`config.mk`:
```
export PLATFORM = sky130hd
export DESIGN_NAME = video_422_pipe
export DESIGN_NICKNAME = d
export VERILOG_FILES = /design/src/hw/video_pkg.sv /design/src/hw/video_stream_if.sv /design/src/hw/chroma_444to422.sv /design/src/hw/csc_rgb2ycbcr.sv /design/src/hw/video_422_pipe.sv
export SDC_FILE = /design/constraint.sdc
export NUM_CORES = 1
export LEC_CHECK = 0
export ABC_CLOCK_PERIOD_IN_PS = 2900
export BUFFER_PORTS_ARGS = -buffer_cell sky130_fd_sc_hd__clkbuf_2
export CAP_MARGIN = 15
export CELL_PAD_IN_SITES_DETAIL_PLACEMENT = 0
export CELL_PAD_IN_SITES_GLOBAL_PLACEMENT = 1
export CORE_UTILIZATION = 40
export DETAILED_ROUTE_END_ITERATION = 8
export GPL_ROUTABILITY_DRIVEN = 0
export HOLD_SLACK_MARGIN = 0.05
export PLACE_DENSITY = 0.64
export SLEW_MARGIN = 20
export SYNTH_ARGS = -nofsm -noshare
export SYNTH_HDL_FRONTEND = slang
export SYNTH_SLANG_ARGS = --single-unit
export TNS_END_PERCENT = 50
```
`constraint.sdc`:
```
create_clock -name clk -period 2.9 [get_ports clk]
set_input_delay 0.145 -clock clk [delete_from_list [all_inputs] [get_ports clk]]
set_output_delay 0.145 -clock clk [all_outputs]
set_load 0.01 [all_outputs]
```
`src/hw/video_pkg.sv`:
```
`default_nettype none

package video_pkg;

  localparam int COMP_WIDTH = 8;
  localparam int RGB_WIDTH = 3 * COMP_WIDTH;
  localparam int YCBCR444_WIDTH = 3 * COMP_WIDTH;
  localparam int YCBCR422_WIDTH = 2 * COMP_WIDTH;
  localparam int COEF_WIDTH = 9;
  localparam int ACC_WIDTH = 18;

  typedef logic [COMP_WIDTH-1:0] comp_t;

  // r 23:16, g 15:8, b 7:0
  typedef logic [RGB_WIDTH-1:0] rgb_t;

  // cr 23:16, y 15:8, cb 7:0
  typedef logic [YCBCR444_WIDTH-1:0] ycbcr444_t;

  // chroma 15:8, y 7:0
  typedef logic [YCBCR422_WIDTH-1:0] ycbcr422_t;

  typedef logic signed [COEF_WIDTH-1:0] coef_t;
  typedef logic signed [ACC_WIDTH-1:0] acc_t;

  // bt.601 limited range, scaled by 256
  localparam coef_t Y_R = 9'sd66;
  localparam coef_t Y_G = 9'sd129;
  localparam coef_t Y_B = 9'sd25;
  localparam coef_t CB_R = -9'sd38;
  localparam coef_t CB_G = -9'sd74;
  localparam coef_t CB_B = 9'sd112;
  localparam coef_t CR_R = 9'sd112;
  localparam coef_t CR_G = -9'sd94;
  localparam coef_t CR_B = -9'sd18;

  localparam acc_t Y_OFFSET = 18'sd16;
  localparam acc_t C_OFFSET = 18'sd128;
  localparam acc_t RND = 18'sd128;

endpackage

`default_nettype wire

```
`src/hw/video_stream_if.sv`:
```
`default_nettype none

interface video_stream_if #(
  parameter int SYNC_WIDTH = 2,
  parameter int DATA_WIDTH = 24
);

  // one pixel per clock while de is high, sync valid every cycle
  logic                  de;
  logic [SYNC_WIDTH-1:0] sync;
  logic [DATA_WIDTH-1:0] data;

  modport src (
    output de,
    output sync,
    output data
  );

  modport snk (
    input de,
    input sync,
    input data
  );

endinterface

`default_nettype wire

```
`src/hw/chroma_444to422.sv`:
```
`default_nettype none

module chroma_444to422 #(
  parameter int SYNC_WIDTH = 2,
  parameter bit CR_CB_N = 1'b0
) (
  input  logic                  clk,
  input  logic                  rst_n,
  video_stream_if.snk           in,
  output logic                  de,
  output logic [SYNC_WIDTH-1:0] sync,
  output video_pkg::ycbcr422_t  data
);

  import video_pkg::*;

  // 1-2-1 sum of three components
  typedef logic [COMP_WIDTH+1:0] csum_t;

  logic [2:0]                 de_q;
  logic [2:0][SYNC_WIDTH-1:0] sync_q;

  // 0 newest, 1 centre, 2 oldest
  ycbcr444_t pix_q [3];

  csum_t cr_sum;
  csum_t cb_sum;
  comp_t cr_avg;
  comp_t cb_avg;
  logic  cr_cb_sel;

  always_ff @(posedge clk or negedge rst_n) begin
    if (!rst_n) begin
      de_q   <= '0;
      sync_q <= '0;
      de     <= 1'b0;
      sync   <= '0;
    end else begin
      de_q   <= {de_q[1:0], in.de};
      sync_q <= {sync_q[1:0], in.sync};
      de     <= de_q[2];
      sync   <= sync_q[2];
    end
  end

  // holding stages only advance on active pixels
  always_ff @(posedge clk) begin
    if (in.de) begin
      pix_q[0] <= in.data;
    end
    if (de_q[0]) begin
      pix_q[1] <= pix_q[0];
    end
    if (de_q[1]) begin
      pix_q[2] <= pix_q[1];
    end
  end

  always_comb begin
    cr_sum = {2'd0, pix_q[0][23:16]} +
             {1'b0, pix_q[1][23:16], 1'b0} +
             {2'd0, pix_q[2][23:16]};
    cb_sum = {2'd0, pix_q[0][7:0]} +
             {1'b0, pix_q[1][7:0], 1'b0} +
             {2'd0, pix_q[2][7:0]};
  end

  // truncating divide by four
  always_ff @(posedge clk) begin
    if (de_q[1]) begin
      cr_avg <= cr_sum[COMP_WIDTH+1:2];
      cb_avg <= cb_sum[COMP_WIDTH+1:2];
    end
  end

  // phase restarts at every blanking gap
  always_ff @(posedge clk or negedge rst_n) begin
    if (!rst_n) begin
      cr_cb_sel <= CR_CB_N;
    end else if (de_q[2]) begin
      cr_cb_sel <= ~cr_cb_sel;
    end else begin
      cr_cb_sel <= CR_CB_N;
    end
  end

  always_ff @(posedge clk) begin
    if (!de_q[2]) begin
      data <= '0;
    end else if (cr_cb_sel) begin
      data <= {cr_avg, pix_q[2][15:8]};
    end else begin
      data <= {cb_avg, pix_q[2][15:8]};
    end
  end

  a_phase_reload: assert property (
    @(posedge clk) disable iff (!rst_n)
    !de_q[2] |=> (cr_cb_sel == CR_CB_N)
  );

  a_blank_zero: assert property (
    @(posedge clk) disable iff (!rst_n)
    !de |-> (data == '0)
  );

endmodule

`default_nettype wire

```
`src/hw/csc_rgb2ycbcr.sv`:
```
`default_nettype none

module csc_rgb2ycbcr #(
  parameter int SYNC_WIDTH = 2
) (
  input  logic                  clk,
  input  logic                  rst_n,
  input  logic                  de,
  input  logic [SYNC_WIDTH-1:0] sync,
  input  video_pkg::rgb_t       rgb,
  video_stream_if.src           out
);

  import video_pkg::*;

  localparam int NUM_PROD = 9;

  // row order y, cb, cr; column order r, g, b
  localparam coef_t COEF [NUM_PROD] = '{
    Y_R,  Y_G,  Y_B,
    CB_R, CB_G, CB_B,
    CR_R, CR_G, CR_B
  };

  logic [1:0]                 de_q;
  logic [1:0][SYNC_WIDTH-1:0] sync_q;

  comp_t     rgb_comp [3];
  acc_t      prod_q [NUM_PROD];
  ycbcr444_t ycc_q;

  // row sum with rounding, scale back and offset
  function automatic comp_t row_to_comp(
    input acc_t p0,
    input acc_t p1,
    input acc_t p2,
    input acc_t offset
  );
    acc_t sum;
    sum = p0 + p1 + p2 + RND;
    sum = sum >>> 8;
    sum = sum + offset;
    return sum[COMP_WIDTH-1:0];
  endfunction

  always_comb begin
    rgb_comp[0] = rgb[23:16];
    rgb_comp[1] = rgb[15:8];
    rgb_comp[2] = rgb[7:0];
  end

  // control pipe
  always_ff @(posedge clk or negedge rst_n) begin
    if (!rst_n) begin
      de_q   <= '0;
      sync_q <= '0;
    end else begin
      de_q   <= {de_q[0], de};
      sync_q <= {sync_q[0], sync};
    end
  end

  // stage one, nine products
  always_ff @(posedge clk) begin
    if (de) begin
      for (int i = 0; i < NUM_PROD; i++) begin
        prod_q[i] <= COEF[i] * $signed({1'b0, rgb_comp[i % 3]});
      end
    end
  end

  // stage two, row sums packed as cr, y, cb
  always_ff @(posedge clk) begin
    if (de_q[0]) begin
      ycc_q <= {
        row_to_comp(prod_q[6], prod_q[7], prod_q[8], C_OFFSET),
        row_to_comp(prod_q[0], prod_q[1], prod_q[2], Y_OFFSET),
        row_to_comp(prod_q[3], prod_q[4], prod_q[5], C_OFFSET)
      };
    end
  end

  assign out.de   = de_q[1];
  assign out.sync = sync_q[1];
  assign out.data = ycc_q;

  a_de_known: assert property (
    @(posedge clk) disable iff (!rst_n)
    !$isunknown(out.de)
  );

  // limited range luma for any rgb input
  a_y_range: assert property (
    @(posedge clk) disable iff (!rst_n)
    out.de |-> (out.data[15:8] inside {[8'd16 : 8'd235]})
  );

endmodule

`default_nettype wire

```
`src/hw/video_422_pipe.sv`:
```
`default_nettype none

module video_422_pipe #(
  parameter int SYNC_WIDTH = 2,
  parameter bit CR_CB_N = 1'b0
) (
  input  logic                  clk,
  input  logic                  rst_n,
  input  logic                  in_de,
  input  logic [SYNC_WIDTH-1:0] in_sync,
  input  video_pkg::rgb_t       in_rgb,
  output logic                  out_de,
  output logic [SYNC_WIDTH-1:0] out_sync,
  output video_pkg::ycbcr422_t  out_data
);

  import video_pkg::*;

  // 4:4:4 stream between the two stages
  video_stream_if #(
    .SYNC_WIDTH (SYNC_WIDTH),
    .DATA_WIDTH ($bits(ycbcr444_t))
  ) ycc444_bus ();

  // two cycles
  csc_rgb2ycbcr #(
    .SYNC_WIDTH (SYNC_WIDTH)
  ) csc_inst (
    .clk   (clk),
    .rst_n (rst_n),
    .de    (in_de),
    .sync  (in_sync),
    .rgb   (in_rgb),
    .out   (ycc444_bus.src)
  );

  // four cycles
  chroma_444to422 #(
    .SYNC_WIDTH (SYNC_WIDTH),
    .CR_CB_N    (CR_CB_N)
  ) chroma_inst (
    .clk   (clk),
    .rst_n (rst_n),
    .in    (ycc444_bus.snk),
    .de    (out_de),
    .sync  (out_sync),
    .data  (out_data)
  );

endmodule

`default_nettype wire

```
Word level (Yosys, flattened, before mapping)
Memories as Yosys holds them, arrays and structs flattened.
Index checks and enable logic that the tools add are counted.
- multiplexer cells: 10
- multiply operators: 9
- $add $sub $neg: 16
- bitwise logic cells: 1
- operator list (cell ; number):
    $add A16 B16 Y16 ; 6
    $add A16 B9 Y16 const B ; 3
    $mul A7 B9 Y16 const A ; 2
    $mul A3 B8 Y11 const A ; 2
    $add A10 B8 Y10 ; 2
    $add A8 B9 Y10 ; 2
    $add A8 B8 Y8 const B ; 2
    $mul A8 B8 Y16 const A ; 1
    $mux W16 ; 1
    $mul A6 B9 Y15 const A ; 1
    $mul A5 B9 Y14 const A ; 1
    $mul A6 B8 Y14 const A ; 1
    $mul A5 B8 Y13 const A ; 1
    $mux W1 ; 9
    $add A8 B6 Y8 const B ; 1
    $not A1 Y1 ; 1
- memories: 2
- output and inout bits: 19
- logic and storage cells: 52
- RAM bits: 234
- flip-flop bits (word level): 75
- input port bits: 29
- memories (memory ; depth ; width ; rd ports ; clocked after memory_dff ; wr ports ; line ; RTL):
    csc_inst.prod_q ; 9 ; 18 ; 9 ; 0 ; 9 ; csc_rgb2ycbcr.sv:29 ; acc_t prod_q [NUM_PROD];
    chroma_inst.pix_q ; 3 ; 24 ; 3 ; 0 ; 3 ; chroma_444to422.sv:24 ; ycbcr444_t pix_q [3];

Longest topological paths before layout
Gate-level depths: netlist (run 1).
An unclocked memory read counts as a cell.
- depth in word-level cells: 5
- depth in mapped cells: 17
- mapped depth without buffers: 17

Cells and area by module
A second synthesis (run 1) with hierarchy kept.
- cells, all modules: 1304
- area, all modules: 16972.5 sq um
- by module, submodules not included (module ; area an instance (sq um) ; sequential area each (sq um) ; instances ; cells each):
    csc_rgb2ycbcr ; 12463.2 ; 4264.1 ; 1 ; 1042
    chroma_444to422 ; 4509.3 ; 3288.2 ; 1 ; 262

Least setup slack after synthesis (run 1)
Ideal clock, no wire load.
- path kind: input-to-reg
- start: input port in_rgb[12]
- end: memory csc_inst.prod_q[0][87] in the netlist's numbering, data pin
- arrival time: 3.685 ns
- path slack: -1.043 ns
- library setup time: 0.258 ns
- buffers on the path: 0
- cell stages on the path: 15
- data required time: 2.642 ns
- path through: inv_1 ha_1 inv_1 fa_1 fa_1 inv_1 fa_1 inv_1 ha_1 or2_2 a21oi_1 nor3_1 a2111oi_2 a21oi_1 xnor2_1
- RTL lines (what ; line ; RTL):
    start, declared ; video_422_pipe.sv:11 ; input video_pkg::rgb_t in_rgb,
    end, declared ; csc_rgb2ycbcr.sv:29 ;

==> results.md, run 1 <==
- Status: finished with violations
- Violated checks: setup timing
- Critical path class: flop to flop
- Busiest grt layer: met2
- Number of flops mapped to enable cells by yosys: ~230
- Layout cell share with drive strength beyond 1: between 20% and 30%
- Die Ht: 208 microns
- Final wirelength: around 33000 microns
- H-tree Lvls: 1
- Most used DFF post-synth: edfxtp_1
- Worst-path fanout max: 3
- Count of final hold-check violations: 0
- Layout net count: between 1500 and 2000
- Final worst-path cycle share: 107%
- Syn Area/Cell: 13.2 sq um
- Mapped Nets: between 1500 and 2000
- Synth area leader: edfxtp_1
- GR Util met1: between 20% and 30%
- Cells after Synth: 1285
- Pleak: 9.55 nW
- DP HPWL: 26100 microns
- Drt via density: ~4.6
- Initial antenna violation count: 1
- Die ar.: ~0.043 sq mm
- Crit path DAT: 3.41 ns
- Clock Skew: 0.0176 ns
- Drt wl/cell: 15.4 microns
- Pwr Density: 995 mW/mm^2
- Vias in the first global route: just over 10000
- Placed inst area: 0.0195 sq mm
- Hold Path Sink: csc_inst.prod_q[0][127]$_DFFE_PP_
- Gr ovfl total: 0
- Core area: 0.0413 sq mm
- Filler cell count: approximately 3600
- Multi-input logic area: 0.00949 sq mm
- Post-synthesis sequential area ratio: 44.6%
- Reg-to-reg slack, setup: -0.21 ns
- Final setup fails: 10
- Min-delay src: in_rgb[8]
- GR met3 Demand/Resource: 2.07%
- Setup WS pre-CTS: -0.949 ns
- # IOs: between 40 and 50
- Worst setup margin: -0.207 ns
- Die X-Extent: ~210 microns
- Final std cells w/o fill: 2127
- Maximum vdd drop: 0.589 mV
- Synth-to-layout area growth: 27.4%
- CTS tree: done
- Final ANT Viol Nets: 0
- Post-synth cell types: 54
- Reg2Reg Depth: 13
- Reg2reg start: csc_inst.prod_q[0][6]$_DFFE_PP_
- Crit start category: flop
- Post-layout instance area: 0.0216 sq mm
- Met2 Use GR: between 20% and 30%
- Placed cell count: between 2000 and 2500
- Worst-Margin Slew: between 1 and 1.5 ns
- Fmax: 322 MHz
- Pre-antenna DRT Iters: 4
- Initial Util: 41.0%
- Total track usage: 15.5%
- DRT iter0 DRCs: a little over 400
- DRC violations left: 0
- CTS buffer count: 28
- CTS sink cnt: 260
- Final Critical Period: 3.11 ns
- Max Cap Viol: 0
- Clock transition at path regs: 0.06 ns
- Max-slew headroom: roughly 33%
- Routed vias: 9856
- PortBufs: 47
- Synth Register Bits: 260
- Worst Path Required: about 3.2 ns
- RSZ-0062 raised after global routing: true
- R2r endpoint: csc_inst.out.data[14]$_DFFE_PP_
- Largest net degree at the start of global routing: 97
- Clk root buf: clkbuf_16
- Critical Path End Type: flop
- First-pass GRT wire length: 52800 microns
- Ys async rst share: 7.31%
- Core Rows: 74
- Mapped Area: 0.0169 sq mm
- Hold path depth: 3
- Clock Tree Buf Depth: 3
- Hold WC Path Type: primary input to flop
- Worst skew pair latency: 0.56 ns
- Final count of pins violating max slew: 0
- Synth top area share: 39.9%
- FF+latch area: 0.00755 sq mm
- Synth area leaders: edfxtp_1 (40%), ha_1 (21%), fa_1 (13%), inv_1 (4.6%), xnor2_1 (3.6%)
- Yosys warns: 0
==> cells in the final DEF (no fill, tap or decap), types with 10 or more instances in the layout <==
cell           count
a21o_1            20
a21oi_1           31
a21oi_2           16
and2_1            11
buf_4            187
buf_6             10
clkbuf_16         29
clkbuf_2          36
dfrtp_1           19
dfxtp_1           16
dlygate4sd3_1     15
edfxtp_1         225
fa_1             103
ha_1             232
ha_4              47
inv_1            180
inv_2             22
nand2_1           25
nor2_1            46
nor2b_1           19
o21ai_0           20
o21bai_1          13
xnor2_1           66
xor2_1            25
==> critical path: stages, from the launching register on <==
cell and delay, ns:
edfxtp_1 0.34, inv_2 0.05, fa_2 0.37, inv_2 0.06
fa_1 0.45, ha_4 0.20, or3_4 0.39, o21ai_4 0.10
o21ai_2 0.09, a31oi_1 0.21, xnor2_1 0.14, ha_2 0.20
xor2_1 0.18, xnor2_1 0.08
==> layout make-up <==
cell class,instances,area share [%]
antenna,1,0.0116
timing repair buffer,260,9.46
tap,532,3.09
sequential,260,35.0
clock inverter,23,1.34
multi-input combinational,815,44.0
clock buffer,29,3.27
inverter,207,3.78
==> cell usage after synthesis, types with 3 or more instances <==
library cell and count:
nand2_1 25, o21bai_1 13, o41ai_1 3, a21o_1 20, clkbuf_1 3, mux2i_1 9
nor3_1 9, or3_1 3, o221ai_1 3, nand4_1 4, and3_1 3, a21boi_0 6
nor2_1 50, xor2_1 26, a31oi_1 3, xnor2_1 69, inv_1 207, o21a_1 8
o211ai_1 4, o21ai_0 29, nor2b_1 20, dfrtp_1 19, dfxtp_1 16, nand3_1 13
fa_1 112, and2_1 11, nand2b_1 7, ha_1 284, o21ai_2 3, a21oi_1 44
a21oi_2 5, edfxtp_1 225, o21ai_1 3
==> routing by layer <==
| layer | vias to the layer above | wire length, microns |
|---|---|---|
| met5 | - | 0 |
| met4 | 0 | 405 |
| met3 | 29 | 828 |
| met2 | 83 | 16600 |
| met1 | 4713 | 14900 |
| li1 | 5031 | - |
==> metrics by stage <==
step	TNS, ns	utilization, %	hold slack, ns	total power (W)
finish	-0.974	52.2	0.0822	0.0215
global route	-2.52	52.2	0.0668	0.0232
CTS	-1.47	50.9	0.0510	0.0209
detailed placement	-17.89	47.2	0.134	0.0165
global placement	-17.12	47.2	0.116	0.0164
floorplan	-3.36	-	-0.151	0.0128
==> sequential cells by signal, summed over array words and instances (netlist names) <==
signal / count
chroma_inst.cb_avg: 8
chroma_inst.cr_avg: 8
chroma_inst.cr_cb_sel: 1
chroma_inst.data: 16
chroma_inst.de: 1
chroma_inst.de_q: 3
chroma_inst.pix_q: 72
chroma_inst.sync: 2
chroma_inst.sync_q: 6
csc_inst.de_q: 2
csc_inst.out.data: 24
csc_inst.out.sync: 2
csc_inst.prod_q: 113
csc_inst.sync_q: 2
==> power breakdown <==
| part | switching [W] | internal [W] |
|---|---|---|
| logic | 0.00545 | 0.00600 |
| clock network | 0.00150 | 0.00224 |
| registers | 0.000527 | 0.00573 |
==> kinds of logic after synthesis <==
kind of cell / synth area share, %
AO/OA/AOI/OAI: 6.09
buffers and inverters: 4.66
flip-flops: 44.6
adder cells (fa/ha/maj): 34.2
AND/OR/NAND/NOR: 4.95
XOR/XNOR: 4.92
multiplexers: 0.532
==> worst max-delay path by stage <==
| stage | start | end | depth (start not counted) |
|---|---|---|---|
| 4_1_cts | in_rgb[12] | csc_inst.prod_q[0][87]$_DFFE_PP_ | 16 |
| 3_3_place_gp | in_rgb[12] | csc_inst.prod_q[0][87]$_DFFE_PP_ | 16 |
| 3_5_place_dp | in_rgb[12] | csc_inst.prod_q[0][87]$_DFFE_PP_ | 16 |
| 2_1_floorplan | in_rgb[12] | csc_inst.prod_q[0][87]$_DFFE_PP_ | 15 |
| 6_report | csc_inst.prod_q[0][6]$_DFFE_PP_ | csc_inst.out.data[14]$_DFFE_PP_ | 13 |
| 5_1_grt | csc_inst.prod_q[0][6]$_DFFE_PP_ | csc_inst.out.data[14]$_DFFE_PP_ | 13 |
==> repair_timing <==
item,CTS,global route
pin swaps,55,64
hold endpoints to repair,48,2
setup buffers,10,11
resized for setup,65,86
hold buffers,13,2
setup endpoints to repair,27,32
No activity file was read; power rests on OpenSTA's default activity.
==> run 2: changes to the inputs <==
- PLACE_DENSITY: 0.64 -> unset
- PLACE_DENSITY_LB_ADDON: unset -> 0.1
==> results.md, run 2 (same netlist as run 1, synthesis figures left out) <==
- CTS tree: done
- Fmax: ~320 MHz
- Layout cell share with drive strength beyond 1: approximately 28%
- Layout net count: 1995
- Largest reg by FF count: csc_inst.prod_q
- H-tree Lvls: 1
- Smallest hold slack: around 0.05 ns
- Reg2reg start: csc_inst.prod_q[0][42]$_DFFE_PP_
- Core area: 0.0413 sq mm
- DRT iter0 DRCs: 411
- Synth-to-layout area growth: 26.7%
- Final Critical Period: 3.11 ns
- Pwr Density: 1000 mW/mm^2
- Pleak: 9.52 nW
- Largest net degree at the start of global routing: 50
- Setup tns final: -1.19 ns
- Maximum vdd drop: approximately 0.65 mV
- Worst-Margin Slew: 1.02 ns
- Reg-to-reg slack, setup: -0.21 ns
- Final Util: 51.9%
- Placed inst area: 0.0196 sq mm
- Final worst-path cycle share: 107%
- Final setup fails: 11
- DRC violations left: 0
- Final wirelength: 33900 microns
- Violated checks: setup timing
- Hold WC Path Type: primary input to flop
- Drt wl/cell: roughly 16 microns
- CTS sink cnt: 260
- Final ANT Viol Nets: 0
- Worst Path Required: 3.19 ns
- Biggest regs: csc_inst.prod_q x113, chroma_inst.pix_q x72, csc_inst.out.data x24
- CTS buffer count: 29
- Setup WS pre-CTS: -0.935 ns
- Total track usage: between 15 and 20%
- Min-delay src: in_rgb[18]
- Max-slew headroom: between 30% and 40%
- Most common cell after layout, fill and taps aside: ha_1
- Crit path DAT: 3.40 ns
- Initial antenna violation count: 0
- ANT cells: 0
- Final count of pins violating max slew: 0
- Critical Path Source: csc_inst.prod_q[0][42]$_DFFE_PP_
- Routed vias: 9897
- Status: finished with violations
- # IOs: 48
- Clock transition at path regs: 0.06 ns
- Most frequent cells in the layout: ha_1 (235), edfxtp_1 (225), buf_4 (192)
- PortBufs: 47
- Worst-path fanout max: 3
- DP HPWL: 27200 microns
- Gr ovfl total: 0
- Drt via density: 4.66
- Worst skew pair latency: 0.54 ns
- First-pass GRT wire length: 55000 microns
- Max Cap Viol: 0
- Clock Skew: 0.0108 ns
- Critical Path End Type: flop
- RSZ-0062 raised after global routing: true
- Initial Util: 41.0%
- Crit start category: flop
- Clock Tree Buf Depth: 3
- Worst setup margin: -0.209 ns
- Core Rows: 74
- Hold path depth: 2
- Reg2Reg Depth: 13
- Vias in the first global route: ~10000
- Max FFs per register: about 110
- Count of final hold-check violations: 0
- Die X-Extent: a little over 200 microns
- Die ar.: 0.0431 sq mm
- Die Ht: 208 microns
- Pre-antenna DRT Iters: 6
- Critical path class: flop to flop
- Clk root buf: clkbuf_16
- Post-layout instance area: 0.0214 sq mm
-- run 2: cell types whose count changed in the layout (fill, tap and decap cells not counted), sizes merged --
cell / change
clkbuf: +6
bufinv: -5
dlygate4sd3: -2
buf: -1
diode: -1
-- run 2: layer usage --
| layer | track usage, % | share of wire (%) | vias to the layer above |
|---|---|---|---|
| li1 | - | - | 5034 |
| met4 | 3.65 | 1.9 | 0 |
| met5 | 0 | 0 | - |
| met3 | 1.80 | 2.0 | 38 |
| met2 | 29.1 | 50 | 78 |
| met1 | 21.0 | 46 | 4747 |
-- run 2: metrics by stage --
step,cells,total power (W)
floorplan,1285,0.0128
global placement,2047,0.0165
detailed placement,2047,0.0166
CTS,2117,0.0211
global route,2124,0.0233
finish,2124,0.0215
-- run 2: timing repair --
action | CTS | global route
hold endpoints to repair | 30 | 1
pin swaps | 64 | 64
gates resized for setup | 78 | 68
setup endpoints to repair | 29 | 33
hold buffers | 12 | 1
buffers inserted | 7 | 7
-- run 2: worst max-delay path, stage by stage, from the launching register on --
cell	delay, ns
edfxtp_1	0.40
inv_2	0.05
fa_2	0.33
inv_2	0.06
fa_1	0.45
ha_4	0.20
or3_4	0.37
o21ai_4	0.10
o21ai_2	0.09
a31oi_1	0.20
xnor2_1	0.15
ha_2	0.20
xor2_1	0.17
xnor2_1	0.09
-- run 2: cell type report --
cell class | count | area (sq um)
clock buffers | 35 | 821
clock inverters | 18 | 115
fillers | 3598 | 19800
inverters | 207 | 815
multi-input cells | 815 | 9500
flip-flops and latches | 260 | 7550
well taps | 532 | 666
repair buffers | 257 | 1980
-- run 2: where the power goes --
group,internal (W),switching [W]
Sequential,0.00573,0.000501
Clock,0.00202,0.00149
Combinational,0.00612,0.00568
-- run 2: path summary, 6_finish.rpt --
path                                                         to
worst max-delay path            csc_inst.out.data[14]$_DFFE_PP_
worst min-delay path            csc_inst.prod_q[0][3]$_DFFE_PP_
worst max register to register  csc_inst.out.data[14]$_DFFE_PP_
worst min register to register  chroma_inst.sync_q[2]$_DFF_PN0_
max in group asynchronous            csc_inst.de_q[1]$_DFF_PN0_
min in group asynchronous       chroma_inst.cr_cb_sel$_DFF_PN0_
==> run 3: changes to the inputs <==
- ABC_CLOCK_PERIOD_IN_PS: 2900 -> 3400
- CORE_MARGIN: unset -> 3
- CTS_CLUSTER_DIAMETER: unset -> 40
- clock period: 2.9 -> 3.4 ns (I/O delays scaled with it)
==> results.md, run 3 (same netlist as run 1, synthesis figures left out) <==
- Status: finished, final reports clean
- Final count of pins violating max slew: 0
- Crit path to: csc_inst.out.data[14]$_DFFE_PP_
- Die Ht: 212 microns
- Final setup fails: 0
- PortBufs: 47
- DP HPWL: 26300 microns
- Die X-Extent: 212 microns
- Core Rows: 74
- Count of final hold-check violations: 0
- Final wirelength: around 32000 microns
- Clock Tree Buf Depth: 3
- Maximum vdd drop: 0.398 mV
- Placed inst area: 0.0188 sq mm
- Worst-Margin Slew: 1.07 ns
- Reg-to-reg slack, setup: 0.15 ns
- Worst skew pair latency: about 0.53 ns
- Fmax: 308 MHz
- Layout net count: between 1500 and 2000
- Most frequent cells in the layout: ha_1 (269), edfxtp_1 (225), inv_1 (201)
- Final ANT Viol Nets: 0
- Layout cell share with drive strength beyond 1: between 10% and 20%
- Reg2reg start: csc_inst.prod_q[0][6]$_DFFE_PP_
- CTS buffer count: 42
- Reg2Reg Depth: 15
- Biggest regs: csc_inst.prod_q x113, chroma_inst.pix_q x72, csc_inst.out.data x24
- Vias in the first global route: ~10000
- Critical path's largest stage delay: ~0.4 ns
- Core area: 0.0413 sq mm
- Post-layout instance area: a little over 0.02 sq mm
- Max FFs per register: 113
- R2r endpoint: csc_inst.out.data[14]$_DFFE_PP_
- CTS tree: done
- First-pass GRT wire length: 52400 microns
- Pre-antenna DRT Iters: 4
- Crit path DAT: 3.51 ns
- Hold WC Path Type: primary input to flop
- Clock transition at path regs: 0.05 ns
- CTS sink cnt: 260
- Gr ovfl total: 0
- Drt via density: ~4.6
- Worst-path fanout max: 3
- Clk root buf: clkbuf_16
- Setup tns final: 0 ns
- Largest net degree at the start of global routing: 75
- Pleak: 9.30 nW
- Initial Util: 41.0%
- # IOs: 48
- Most common cell after layout, fill and taps aside: ha_1
- Critical path cell sequence: inv_2 -> fa_1 -> inv_1 -> fa_1 -> ha_2 -> nor3_2 -> o21ai_2 -> o21ai_2 -> buf_4 -> o21ai_1 -> a31oi_1 -> xnor2_1 -> ha_2 -> xor2_1 -> xnor2_1
- Crit start category: flop
- DRT iter0 DRCs: 390
- Synth-to-layout area growth: 21.3%
- Max-slew headroom: between 20% and 30%
- Critical path class: flop to flop
- Final worst-path cycle share: 95.6%
- Largest reg by FF count: csc_inst.prod_q
- RSZ-0062 raised after global routing: true
- H-tree Lvls: 2
- Critical Path Source: csc_inst.prod_q[0][6]$_DFFE_PP_
- Slowest CP cell: fa_1
- ANT cells: 0
- Routed vias: 9537
- Final Critical Period: 3.25 ns
- Max Cap Viol: 0
- Total track usage: 15.1%
- Worst Path Required: 3.67 ns
- Initial antenna violation count: 1
- Clock Skew: 0.0125 ns
- Critical Path End Type: flop
- DRC violations left: 0
- Pwr Density: between 800 and 900 mW/mm^2
- Drt wl/cell: ~16 microns
- Die ar.: 0.0448 sq mm
run 3: cell type report:
| class | instances | area, sq um |
|---|---|---|
| clock inverters | 27 | 325 |
| multi-input cells | 815 | 8820 |
| flip-flops and latches | 260 | 7550 |
| clock buffers | 51 | 1170 |
| inverters | 207 | 777 |
| fillers | 3658 | 20800 |
| repair buffers | 170 | 1220 |
| well taps | 532 | 666 |
run 3: stage by stage:
step / worst slack, ns / hold slack [ns] / total power [W] / utilization (%) / std cells
after floorplan: -0.0872 / -0.126 / 0.0109 / - / 1285
after global placement: -0.353 / 0.137 / 0.0133 / 45.5 / 1973
after detailed placement: -0.395 / 0.148 / 0.0133 / 45.5 / 1973
after CTS: 0.0129 / 0.0507 / 0.0179 / 49.4 / 2062
after global routing: -0.0398 / 0.0655 / 0.0192 / 49.7 / 2062
final: 0.151 / 0.0713 / 0.0177 / 49.7 / 2062
run 3: worst max-delay path: cells and delay by family (launching register included):
| kind | cells | cell delay, ns |
|---|---|---|
| simple gates | 1 | 0.21 |
| xor+xnor | 3 | 0.40 |
| flops | 1 | 0.34 |
| fa+ha+maj | 4 | 1.22 |
| compound gates | 4 | 0.55 |
| buf+inv | 3 | 0.26 |
run 3: timing repair:
| item | 4_1_cts | 5_1_grt |
|---|---|---|
| endpoints found under the setup margin | 0 | 5 |
| hold endpoints to repair | 29 | 1 |
| buffers inserted | 0 | 0 |
| gates resized for setup | 0 | 23 |
| hold buffers | 11 | 1 |
run 3: report_power, final:
part	leakage [nW]	switching, W	internal, W	total (W)
combinational	6.02	0.00403	0.00392	0.00795
clock	0.720	0.00153	0.00287	0.00440
sequential	2.56	0.000445	0.00489	0.00534
total	9.30	0.00601	0.0117	0.0177
run 3: worst min-delay path by stage:
stage | depth (start not counted) | to | startpoint | slack, ns
after floorplan | 0 | chroma_inst.cr_cb_sel$_DFF_PN0_ | rst_n | -0.13
final | 2 | csc_inst.prod_q[0][24]$_DFFE_PP_ | in_rgb[14] | 0.07
after global routing | 2 | csc_inst.prod_q[0][24]$_DFFE_PP_ | in_rgb[14] | 0.07
after CTS | 2 | csc_inst.prod_q[0][24]$_DFFE_PP_ | in_rgb[14] | 0.05
after global placement | 1 | chroma_inst.sync_q[3]$_DFF_PN0_ | rst_n | 0.14
after detailed placement | 1 | chroma_inst.sync_q[3]$_DFF_PN0_ | rst_n | 0.15
run 3: per-layer routing:
metal,wire length (microns),vias up,track usage (%)
li1,-,4891,-
met1,15200,4494,20.6
met2,15300,107,25.2
met3,948,45,2.37
met4,724,0,4.39
met5,0,-,0
